$ cat src/cache_params.svh
`ifndef CACHE_PARAMS_SVH
`define CACHE_PARAMS_SVH

// address split: tag | set | byte offset

// upper address bits kept per way
`define CACHE_TAG_WIDTH 27

// eight sets
`define CACHE_SET_WIDTH 3

// word aligned, offset bits ignored by the cache
`define CACHE_OFFSET_WIDTH 2

// one data word per way
`define CACHE_DATA_WIDTH 32

// full byte address
`define CACHE_ADDR_WIDTH (`CACHE_TAG_WIDTH + `CACHE_SET_WIDTH + `CACHE_OFFSET_WIDTH)

`endif

$ cat src/rtl/cache_pkg.sv
package cache_pkg;

    `include "cache_params.svh"

    // byte address as seen on cpu and memory ports
    typedef logic [`CACHE_ADDR_WIDTH-1:0] cache_addr_t;

    // address fields
    typedef logic [`CACHE_TAG_WIDTH-1:0] cache_tag_t;
    typedef logic [`CACHE_SET_WIDTH-1:0] cache_set_t;

    // one data word
    typedef logic [`CACHE_DATA_WIDTH-1:0] cache_word_t;

    // way select, also used as the per-set replacement pointer
    typedef enum logic {
        WAY_0 = 1'b0,
        WAY_1 = 1'b1
    } cache_way_e;

    // way array sequencer
    typedef enum logic [2:0] {
        ARRAY_IDLE    = 3'd0,
        ARRAY_LOOKUP  = 3'd1,
        ARRAY_MEM_REQ = 3'd2,
        ARRAY_MEM_REL = 3'd3,
        ARRAY_RESPOND = 3'd4
    } array_state_e;

endpackage

$ cat src/rtl/cache_lookup_if.sv
// one decoded request, decode stage to way array
interface cache_lookup_if;

    import cache_pkg::*;

    // single cycle pulse per accepted request
    logic        start;

    // held stable until the transaction retires
    logic        we;
    cache_tag_t  tag;
    cache_set_t  set;
    cache_word_t wdata;
    cache_addr_t addr;

    modport decode (
        output start,
        output we,
        output tag,
        output set,
        output wdata,
        output addr
    );

    modport array (
        input start,
        input we,
        input tag,
        input set,
        input wdata,
        input addr
    );

endinterface

$ cat src/rtl/cache_req_decode.sv
`include "cache_params.svh"

module cache_req_decode (
    input  logic                   clk,
    input  logic                   reset_i,
    input  logic                   cpu_req_i,
    input  logic                   cpu_we_i,
    input  cache_pkg::cache_addr_t cpu_addr_i,
    input  cache_pkg::cache_word_t cpu_wdata_i,
    input  logic                   retire_i,
    cache_lookup_if.decode         lookup
);

    import cache_pkg::*;

    logic        busy_q;
    logic        accept;
    logic        we_q;
    cache_addr_t addr_q;
    cache_word_t wdata_q;

    // a request is taken only while no transaction is in flight
    assign accept = cpu_req_i && !busy_q;

    always_ff @(posedge clk) begin
        if (reset_i) begin
            busy_q <= 1'b0;
        end else if (accept) begin
            busy_q <= 1'b1;
        end else if (retire_i) begin
            busy_q <= 1'b0;
        end
    end

    // request fields, captured once per transaction
    always_ff @(posedge clk) begin
        if (accept) begin
            we_q    <= cpu_we_i;
            addr_q  <= cpu_addr_i;
            wdata_q <= cpu_wdata_i;
        end
    end

    // start is seen by the array on the same edge the fields are latched
    assign lookup.start = accept;
    assign lookup.we    = we_q;
    assign lookup.addr  = addr_q;
    assign lookup.wdata = wdata_q;

    // field split, offset bits dropped
    assign lookup.tag = addr_q[`CACHE_ADDR_WIDTH-1 -: `CACHE_TAG_WIDTH];
    assign lookup.set = addr_q[`CACHE_OFFSET_WIDTH +: `CACHE_SET_WIDTH];

endmodule

$ cat src/rtl/cache_resp_path.sv
module cache_resp_path (
    input  logic                   clk,
    input  logic                   reset_i,
    input  logic                   cpu_req_i,
    input  logic                   done_i,
    input  logic                   hit_i,
    input  cache_pkg::cache_word_t rdata_i,
    output logic                   cpu_ack_o,
    output logic                   cpu_hit_o,
    output cache_pkg::cache_word_t cpu_rdata_o,
    output logic                   retire_o
);

    import cache_pkg::*;

    logic        ack_q;
    logic        hit_q;
    logic        retire_q;
    cache_word_t rdata_q;

    always_ff @(posedge clk) begin
        if (reset_i) begin
            ack_q    <= 1'b0;
            hit_q    <= 1'b0;
            retire_q <= 1'b0;
        end else begin
            retire_q <= 1'b0;
            if (done_i) begin
                ack_q <= 1'b1;
                hit_q <= hit_i;
            end else if (ack_q && !cpu_req_i) begin
                // release half of the handshake
                ack_q    <= 1'b0;
                retire_q <= 1'b1;
            end
        end
    end

    // result word held while the ack is up
    always_ff @(posedge clk) begin
        if (done_i) begin
            rdata_q <= rdata_i;
        end
    end

    assign cpu_ack_o   = ack_q;
    assign cpu_hit_o   = hit_q;
    assign cpu_rdata_o = rdata_q;
    assign retire_o    = retire_q;

endmodule

$ cat src/rtl/cache_way_array.sv
`include "cache_params.svh"

module cache_way_array (
    input  logic                   clk,
    input  logic                   reset_i,
    cache_lookup_if.array          lookup,
    output logic                   mem_req_o,
    output logic                   mem_we_o,
    output cache_pkg::cache_addr_t mem_addr_o,
    output cache_pkg::cache_word_t mem_wdata_o,
    input  logic                   mem_ack_i,
    input  cache_pkg::cache_word_t mem_rdata_i,
    output logic                   done_o,
    output logic                   hit_o,
    output cache_pkg::cache_word_t rdata_o
);

    import cache_pkg::*;

    localparam int NUM_SETS = 1 << `CACHE_SET_WIDTH;

    // per way storage
    logic [NUM_SETS-1:0] valid_q [2];
    cache_tag_t          tag_q   [2][NUM_SETS];
    cache_word_t         data_q  [2][NUM_SETS];

    // way to evict next, one per set
    cache_way_e repl_q [NUM_SETS];

    array_state_e state_q;
    logic         mem_req_q;
    logic         hit_q;
    cache_way_e   hit_way_q;
    cache_word_t  rdata_q;

    logic       hit0;
    logic       hit1;
    logic       lookup_hit;
    cache_way_e hit_way;
    cache_way_e victim;
    logic       mem_done;
    logic       fill_en;
    logic       update_en;

    // both ways compared in parallel
    assign hit0 = valid_q[0][lookup.set] && (tag_q[0][lookup.set] == lookup.tag);
    assign hit1 = valid_q[1][lookup.set] && (tag_q[1][lookup.set] == lookup.tag);

    // exactly one way may match
    assign lookup_hit = hit0 ^ hit1;
    assign hit_way    = hit1 ? WAY_1 : WAY_0;

    // invalid way first, way 0 before way 1, else the replacement pointer
    always_comb begin
        if (!valid_q[0][lookup.set]) begin
            victim = WAY_0;
        end else if (!valid_q[1][lookup.set]) begin
            victim = WAY_1;
        end else begin
            victim = repl_q[lookup.set];
        end
    end

    assign mem_done  = (state_q == ARRAY_MEM_REQ) && mem_ack_i;
    assign fill_en   = mem_done && !lookup.we;
    assign update_en = mem_done && lookup.we && hit_q;

    always_ff @(posedge clk) begin
        if (reset_i) begin
            state_q    <= ARRAY_IDLE;
            mem_req_q  <= 1'b0;
            hit_q      <= 1'b0;
            valid_q[0] <= '0;
            valid_q[1] <= '0;
            for (int i = 0; i < NUM_SETS; i++) begin
                repl_q[i] <= WAY_0;
            end
        end else begin
            case (state_q)
                ARRAY_IDLE: begin
                    if (lookup.start) begin
                        state_q <= ARRAY_LOOKUP;
                    end
                end
                ARRAY_LOOKUP: begin
                    hit_q <= lookup_hit;
                    // read hits finish here, everything else goes to memory
                    if (!lookup.we && lookup_hit) begin
                        state_q <= ARRAY_RESPOND;
                    end else begin
                        mem_req_q <= 1'b1;
                        state_q   <= ARRAY_MEM_REQ;
                    end
                end
                ARRAY_MEM_REQ: begin
                    if (mem_ack_i) begin
                        mem_req_q <= 1'b0;
                        state_q   <= ARRAY_MEM_REL;
                    end
                    if (fill_en) begin
                        valid_q[victim][lookup.set] <= 1'b1;
                        repl_q[lookup.set] <= (victim == WAY_0) ? WAY_1 : WAY_0;
                    end
                end
                ARRAY_MEM_REL: begin
                    // wait for memory to drop its ack
                    if (!mem_ack_i) begin
                        state_q <= ARRAY_RESPOND;
                    end
                end
                ARRAY_RESPOND: begin
                    state_q <= ARRAY_IDLE;
                end
                default: begin
                    state_q <= ARRAY_IDLE;
                end
            endcase
        end
    end

    // tags, words and the result word
    always_ff @(posedge clk) begin
        if (state_q == ARRAY_LOOKUP) begin
            hit_way_q <= hit_way;
            rdata_q   <= lookup.we ? lookup.wdata : data_q[hit_way][lookup.set];
        end
        if (fill_en) begin
            tag_q[victim][lookup.set]  <= lookup.tag;
            data_q[victim][lookup.set] <= mem_rdata_i;
            rdata_q                    <= mem_rdata_i;
        end
        if (update_en) begin
            data_q[hit_way_q][lookup.set] <= lookup.wdata;
        end
    end

    // word aligned memory address
    assign mem_req_o   = mem_req_q;
    assign mem_we_o    = lookup.we;
    assign mem_addr_o  = {lookup.addr[`CACHE_ADDR_WIDTH-1:`CACHE_OFFSET_WIDTH],
                          {`CACHE_OFFSET_WIDTH{1'b0}}};
    assign mem_wdata_o = lookup.wdata;

    assign done_o  = (state_q == ARRAY_RESPOND);
    assign hit_o   = hit_q;
    assign rdata_o = rdata_q;

endmodule

$ cat src/rtl/two_way_cache_top.sv
module two_way_cache_top (
    input  logic                   clk,
    input  logic                   reset_i,
    input  logic                   cpu_req_i,
    input  logic                   cpu_we_i,
    input  cache_pkg::cache_addr_t cpu_addr_i,
    input  cache_pkg::cache_word_t cpu_wdata_i,
    output logic                   cpu_ack_o,
    output logic                   cpu_hit_o,
    output cache_pkg::cache_word_t cpu_rdata_o,
    output logic                   mem_req_o,
    output logic                   mem_we_o,
    output cache_pkg::cache_addr_t mem_addr_o,
    output cache_pkg::cache_word_t mem_wdata_o,
    input  logic                   mem_ack_i,
    input  cache_pkg::cache_word_t mem_rdata_i
);

    import cache_pkg::*;

    // way array to result path
    logic        done;
    logic        hit;
    cache_word_t rdata;

    // result path back to decode
    logic        retire;

    cache_lookup_if lookup_if ();

    cache_req_decode cache_req_decode_i (
        .clk         (clk),
        .reset_i     (reset_i),
        .cpu_req_i   (cpu_req_i),
        .cpu_we_i    (cpu_we_i),
        .cpu_addr_i  (cpu_addr_i),
        .cpu_wdata_i (cpu_wdata_i),
        .retire_i    (retire),
        .lookup      (lookup_if.decode)
    );

    cache_way_array cache_way_array_i (
        .clk         (clk),
        .reset_i     (reset_i),
        .lookup      (lookup_if.array),
        .mem_req_o   (mem_req_o),
        .mem_we_o    (mem_we_o),
        .mem_addr_o  (mem_addr_o),
        .mem_wdata_o (mem_wdata_o),
        .mem_ack_i   (mem_ack_i),
        .mem_rdata_i (mem_rdata_i),
        .done_o      (done),
        .hit_o       (hit),
        .rdata_o     (rdata)
    );

    cache_resp_path cache_resp_path_i (
        .clk         (clk),
        .reset_i     (reset_i),
        .cpu_req_i   (cpu_req_i),
        .done_i      (done),
        .hit_i       (hit),
        .rdata_i     (rdata),
        .cpu_ack_o   (cpu_ack_o),
        .cpu_hit_o   (cpu_hit_o),
        .cpu_rdata_o (cpu_rdata_o),
        .retire_o    (retire)
    );

endmodule

$ cat config.mk
export PLATFORM = sky130hd
export DESIGN_NAME = two_way_cache_top
export DESIGN_NICKNAME = d
export VERILOG_FILES = /design/src/rtl/cache_pkg.sv /design/src/rtl/cache_lookup_if.sv /design/src/rtl/cache_req_decode.sv /design/src/rtl/cache_resp_path.sv /design/src/rtl/cache_way_array.sv /design/src/rtl/two_way_cache_top.sv
export VERILOG_INCLUDE_DIRS = /design/src
export SDC_FILE = /design/constraint.sdc
export NUM_CORES = 1
export LEC_CHECK = 0
export BUFFER_PORTS_ARGS = -buffer_cell sky130_fd_sc_hd__buf_4
export CAP_MARGIN = 20
export CORE_UTILIZATION = 40
export DETAILED_ROUTE_END_ITERATION = 12
export PLACE_DENSITY_LB_ADDON = 0.15
export SYNTH_ARGS = -nofsm -noshare
export SYNTH_HDL_FRONTEND = slang
export SYNTH_HIERARCHICAL = 1
export SYNTH_SLANG_ARGS = --single-unit
$ cat constraint.sdc
create_clock -name clk -period 6.6 [get_ports clk]
set_clock_uncertainty 0.05 [all_clocks]
set_input_delay 0.66 -clock clk [delete_from_list [all_inputs] [get_ports clk]]
set_output_delay 0.66 -clock clk [all_outputs]
set_load 0.02 [all_outputs]
==> flow_metrics.py, run 1 <==
metrics = {
    "outcome": {
        "status": "complete, no violations",
    },
    "power_and_ir_drop": {
        "power_frac_seq_pct": 51.8,
        "p_per_area_mw_per_mm2": 299,
        "swShare_pct": 21.5,
        "power.internal_mw": 11.8,
        "share_clk_of_total_power_pct": 43.6,
        "vdd_ir_drop_max_uv": 200,
        "power.leakage_nw": 17.1,
        "p_comb_share_pct": 4.6,
        "p_sw_mw": 3.24,
    },
    "logic_synthesis": {
        "netlist_area_mm2": 0.0432,
        "syn_inst": 2320,
        "yosys_warnings": 6,
        "synth.avg_cell_area_um2": 18.6,
    },
    "sta": {
        "min_period_ps": 5470,
        "tightest_slew_ps": 1110,
        "fin_hold_ws_ps": 71.9,
        "setup_viol": 0,
        "fmax_mhz": 183,
        "period_share_pct": 82.9,
        "maxSlewHeadroom_pct": 25.5,
        "tns_ps": 0,
        "timing.final.max_slew_violations": 0,
        "finalHoldViolCount": 0,
        "setup_ws_ps": 1130,
        "rsz0062_at_grt": "no",
    },
    "critical_path": {
        "startpoint_type": "flip-flop",
        "cp_max_fo": 60,
        "end_kind": "flip-flop",
        "worstReg2RegEnd": "cache_way_array_i/rdata_o[12]$_DFFE_PP_",
        "startpoint": "cache_req_decode_i/lookup.addr[4]$_DFFE_PP_",
        "critPathKind": "flip-flop to flip-flop",
        "reg2reg_setup_slack_ps": 1130,
        "crit_required_ps": 6980,
        "r2r_start": "cache_req_decode_i/lookup.addr[4]$_DFFE_PP_",
        "crit_top_cell": "mux4_2",
        "crit_path_top_delay_cell": "edfxtp_1",
        "arrival_ps": 5850,
        "crit_family": "simple AND/OR/NAND/NOR gates",
        "path_cells": "buf_12 > mux4_2 > mux2i_1 > xnor2_1 > nor4_1 > nand4_1 > or4b_4 > buf_4 > mux4_2 > a2111oi_1 > nor2_1",
        "rr_worst_depth": 11,
        "crit_buf_inv": 2,
        "cp_slowest_stage_delay_ps": 920,
        "timing.critical_path.to": "cache_way_array_i/rdata_o[12]$_DFFE_PP_",
        "cp.depth": 11,
    },
    "clock_network": {
        "clockBufferDepth": 3,
        "cts_sinks": 1105,
        "cts-resized-gates": 0,
        "cts.reportedPaths.clkPinSlew_ps": 60,
        "htree_num_levels": 3,
        "ctsHoldBuffers": 0,
        "cts_tree": "done",
        "cts_root_buffer": "clkbuf_16",
        "numCtsBuffers": 117,
        "cts_setup_buffers": 0,
        "clk_latency_ps": 710,
    },
    "drt": {
        "wl_per_cell_um": 27.4,
        "via_count": 22200,
        "avgViaCountPerCell": 5.49,
        "routed_wl_um": 111000,
        "first_pass_iters": 7,
        "ant_nets": 0,
        "drc": 0,
        "drt_iter0_markers": 1789,
    },
    "placed_design": {
        "hpwl_um": 62700,
        "numPortBuffers": 196,
        "place.gp.congestion": 0.749,
        "place_ws_ps": 1030,
        "dpl_cell_area_mm2": 0.0466,
        "place_inst": 3832,
    },
    "floorplanning": {
        "coreArea_mm2": 0.107,
        "die_h_um": 331,
        "start_util_pct": 40.4,
        "io_pins": 201,
        "dieArea_mm2": 0.109,
        "die_x_um": 331,
        "rows": 120,
    },
    "global_route": {
        "grt_pass1_wl_um": 159000,
        "grt_pass1_vias": 22900,
        "grt_overflow_total": 0,
        "grt_start_max_net_pins": 61,
        "antenna_found_initial": 1,
        "track_usage_pct": 20.4,
    },
    "flow_run": {
        "cap_violations": 0,
    },
    "hold_path": {
        "hp-start": "cpu_wdata_i[6]",
        "min_path_type": "input port to flip-flop",
    },
    "layout": {
        "areaGrowthSynthToFinish_pct": 16.6,
        "finalNonFillerCells": 4050,
        "antenna_cells": 0,
        "drive_gt1_share_pct": 27.4,
        "fin_nets": 2649,
        "final_cell_area_mm2": 0.0504,
        "fillCellCount": 8943,
    },
}
-- flip-flops by register name, indices dropped and copies added (netlist names), 3 cells and up --
name / count
cache_req_decode_i/lookup.addr: 30
cache_req_decode_i/lookup.wdata: 32
cache_resp_path_i/cpu_rdata_o: 32
cache_way_array_i/data_q: 512
cache_way_array_i/rdata_o: 32
cache_way_array_i/repl_q: 8
cache_way_array_i/state_q: 3
cache_way_array_i/tag_q: 432
cache_way_array_i/valid_q: 16
-- cells in the final DEF (no fill, tap or decap), drive strengths merged, types with 30 or more instances in the layout --
master     n
a22oi     41
edfxtp  1080
mux4     124
xnor2     30
a221oi    37
mux2      58
o22ai     30
clkbuf   146
a21oi     80
nand2     63
nor2     156
buf      326
clkinv    50
mux2i    166
-- per-stage QoR --
step | utilization [%] | power [mW]
floorplan | - | 8.37
global placement | 43.5 | 8.65
detailed placement | 43.5 | 8.67
CTS | 47.1 | 15.2
global route | 47.1 | 15.5
finish | 47.1 | 15.1
-- routing by layer --
metal	GRT usage, %	wire (um)	vias up
met5	0	0	-
li1	-	-	9741
met4	5.90	2440	0
met3	2.78	4710	162
met2	34.6	55900	547
met1	27.5	48100	11800
-- worst min-delay path by stage --
stage / endpoint / cells after the start
after floorplan: cache_req_decode_i/busy_q$_SDFFE_PP0P_ / 1
after global placement: cache_req_decode_i/busy_q$_SDFFE_PP0P_ / 1
after detailed placement: cache_resp_path_i/cpu_rdata_o[14]$_DFFE_PP_ / 0
after CTS: cache_req_decode_i/lookup.addr[14]$_DFFE_PP_ / 1
after global routing: cache_req_decode_i/lookup.we$_DFFE_PP_ / 1
final: cache_req_decode_i/lookup.wdata[6]$_DFFE_PP_ / 1
-- power groups by stage --
stage	Clock, mW	Sequential [mW]	Combinational [mW]
after floorplan	0	7.93	0.443
after global placement	0	7.96	0.691
after detailed placement	0	7.96	0.706
after CTS	6.68	7.81	0.708
after global routing	6.93	7.81	0.748
final	6.57	7.81	0.692
-- layout make-up --
type / instances / area, um2 / share of cell area (%)
Inverter: 6 / 22.5 / 0.0447
Tap cell: 1403 / 1760 / 3.48
Sequential cell: 1105 / 32900 / 65.4
Multi-Input combinational cell: 992 / 9200 / 18.3
Clock buffer: 146 / 3120 / 6.19
Timing Repair Buffer: 326 / 2660 / 5.29
Clock inverter: 72 / 688 / 1.37
Note: power is estimated with default switching activity, not from simulation.
==> run 2: changes to the inputs <==
==> constraint.sdc (replaced) <==
create_clock -name clk -period 5.7 [get_ports clk]
set_clock_uncertainty 0.05 [all_clocks]
set_input_delay 0.57 -clock clk [delete_from_list [all_inputs] [get_ports clk]]
set_output_delay 0.57 -clock clk [all_outputs]
set_load 0.02 [all_outputs]
==> run 2 against run 1 <==
Effect of this change:
- core utilization rose by 0.47 points
- total power up 15%
- combinational power up 23%
- largest power group unchanged
==> flow_metrics.py, run 2 (synthesis results as in run 1) <==
metrics = {
    "outcome": {
        "status": "complete, no violations",
    },
    "flow_run": {
        "cap_violations": 0,
    },
    "layout": {
        "final_cell_mix": "1080 x edfxtp_1, 324 x buf_4, 166 x mux2i_1",
        "regMostFlops": "cache_way_array_i/data_q",
        "antenna_cells": 0,
        "final_cell_area_mm2": 0.0509,
        "largest_register_ffs": 512,
        "reg_top3": "cache_way_array_i/data_q (512), cache_way_array_i/tag_q (432)",
        "drive_gt1_share_pct": 27.1,
        "fin_nets": 2717,
        "fillCellCount": 8934,
        "layout_commonest_cell": "edfxtp_1",
        "areaGrowthSynthToFinish_pct": 17.8,
    },
    "floorplanning": {
        "start_util_pct": 40.4,
        "dieArea_mm2": 0.109,
        "die_x_um": 331,
        "rows": 120,
        "io_pins": 201,
        "die_h_um": 331,
        "coreArea_mm2": 0.107,
    },
    "drt": {
        "wl_per_cell_um": 26.8,
        "drt_iter0_markers": 1899,
        "first_pass_iters": 5,
        "routed_wl_um": 110000,
        "drc": 0,
        "avgViaCountPerCell": 5.42,
        "via_count": 22300,
        "ant_nets": 0,
    },
    "clock_network": {
        "clockBufferDepth": 3,
        "cts_setup_buffers": 0,
        "cts-resized-gates": 0,
        "cts_tree": "done",
        "cts_root_buffer": "clkbuf_16",
        "htree_num_levels": 3,
        "cts_sinks": 1105,
        "clk_latency_ps": 700,
        "numCtsBuffers": 114,
        "cts.reportedPaths.clkPinSlew_ps": 60,
    },
    "critical_path": {
        "end_kind": "flip-flop",
        "startpoint": "cache_req_decode_i/lookup.addr[4]$_DFFE_PP_",
        "crit_top_cell": "buf_12",
        "arrival_ps": 5620,
        "cp_max_fo": 48,
        "r2r_start": "cache_req_decode_i/lookup.addr[4]$_DFFE_PP_",
        "crit_required_ps": 6060,
        "cp_slowest_stage_delay_ps": 1030,
        "path_cells": "buf_12 > inv_2 > mux2i_1 > xor2_1 > nand4_1 > nor4_1 > or4b_4 > buf_12 > mux4_2 > a2111oi_1 > nor2_1",
        "crit_buf_inv": 3,
        "crit_family": "simple AND/OR/NAND/NOR gates",
        "startpoint_type": "flip-flop",
        "crit_path_top_delay_cell": "edfxtp_1",
        "critPathKind": "flip-flop to flip-flop",
    },
    "sta": {
        "fmax_mhz": 190,
        "timing.final.max_slew_violations": 0,
        "setup_viol": 0,
        "finalHoldViolCount": 0,
        "tightest_slew_ps": 1030,
        "tns_ps": 0,
        "maxSlewHeadroom_pct": 31.6,
        "rsz0062_at_grt": "no",
        "period_share_pct": 92.3,
        "min_period_ps": 5260,
        "setup_ws_ps": 439,
    },
    "placed_design": {
        "hpwl_um": 62300,
        "dpl_cell_area_mm2": 0.0465,
        "place_ws_ps": 346,
        "numPortBuffers": 196,
        "place.gp.congestion": 0.757,
    },
    "global_route": {
        "grt_overflow_total": 0,
        "grt_pass1_wl_um": 159000,
        "track_usage_pct": 20.3,
        "grt_pass1_vias": 23100,
        "grt_start_max_net_pins": 49,
        "antenna_found_initial": 0,
    },
    "hold_path": {
        "min_path_type": "input port to flip-flop",
        "hp-start": "mem_ack_i",
    },
    "power_and_ir_drop": {
        "p_per_area_mw_per_mm2": 341,
        "power.leakage_nw": 17.3,
        "vdd_ir_drop_max_uv": 228,
    },
}
run 2: cell count changes in the layout (fill, tap and decap cells not counted), sizes merged:
cell and delta:
dlygate4sd3 +64, inv -7, buf +7, clkbuf -20, bufinv +2, clkinv +14, clkinvlp -1
run 2: cell type report:
type	count	area [um2]	share of cell area [%]
Clock buffer	126	2940	5.78
Clock inverter	80	781	1.53
Inverter	6	22.5	0.0443
Multi-Input combinational cell	992	9200	18.1
Sequential cell	1105	32900	64.7
Tap cell	1403	1760	3.45
Timing Repair Buffer	397	3250	6.39
run 2: final timing paths:
path,to,slack (ps),depth (start not counted)
setup / recovery,cache_way_array_i/rdata_o[26]$_DFFE_PP_,440,11
hold / removal,cache_way_array_i/state_q[0]$_SDFFE_PP0P_,180,3
setup reg to reg,cache_way_array_i/rdata_o[26]$_DFFE_PP_,440,11
hold reg to reg,cache_resp_path_i/cpu_rdata_o[18]$_DFFE_PP_,370,0
run 2: timing repair:
action	in CTS	in global routing
setup endpoints to repair	0	0
endpoints found under the hold margin	64	0
hold buffers	64	0
run 2: worst min-delay path: cells and delay by family:
| kind | cells | cell delay, ps |
|---|---|---|
| buffers and inverters | 1 | 140 |
| AO/OA/AOI/OAI | 1 | 70 |
| AND/OR/NAND/NOR | 1 | 90 |
run 2: power breakdown:
group,switching [mW],leakage (nW),total (mW),internal (mW)
clock network,3.12,1.83,7.44,4.33
logic,0.518,5.54,0.848,0.330
registers,0.0524,9.96,9.04,8.99
total,3.69,17.3,17.3,13.6
run 2: through the flow:
step / hold WS, ps / instances / power, mW / util (%)
2_1_floorplan: 339 / 2321 / 9.69 / -
4_1_cts: 138 / 4109 / 17.5 / 47.5
3_5_place_dp: 355 / 3839 / 10.0 / 43.5
6_report: 183 / 4109 / 17.3 / 47.5
3_3_place_gp: 351 / 3839 / 10.0 / 43.5
5_1_grt: 171 / 4109 / 17.8 / 47.5
run 2: per-layer routing:
metal | track usage [%] | vias to the layer above | wire, um
li1 | - | 9875 | -
met5 | 0 | - | 0
met2 | 34.0 | 597 | 54900
met4 | 6.29 | 0 | 2590
met1 | 27.1 | 11700 | 47200
met3 | 3.45 | 137 | 5600
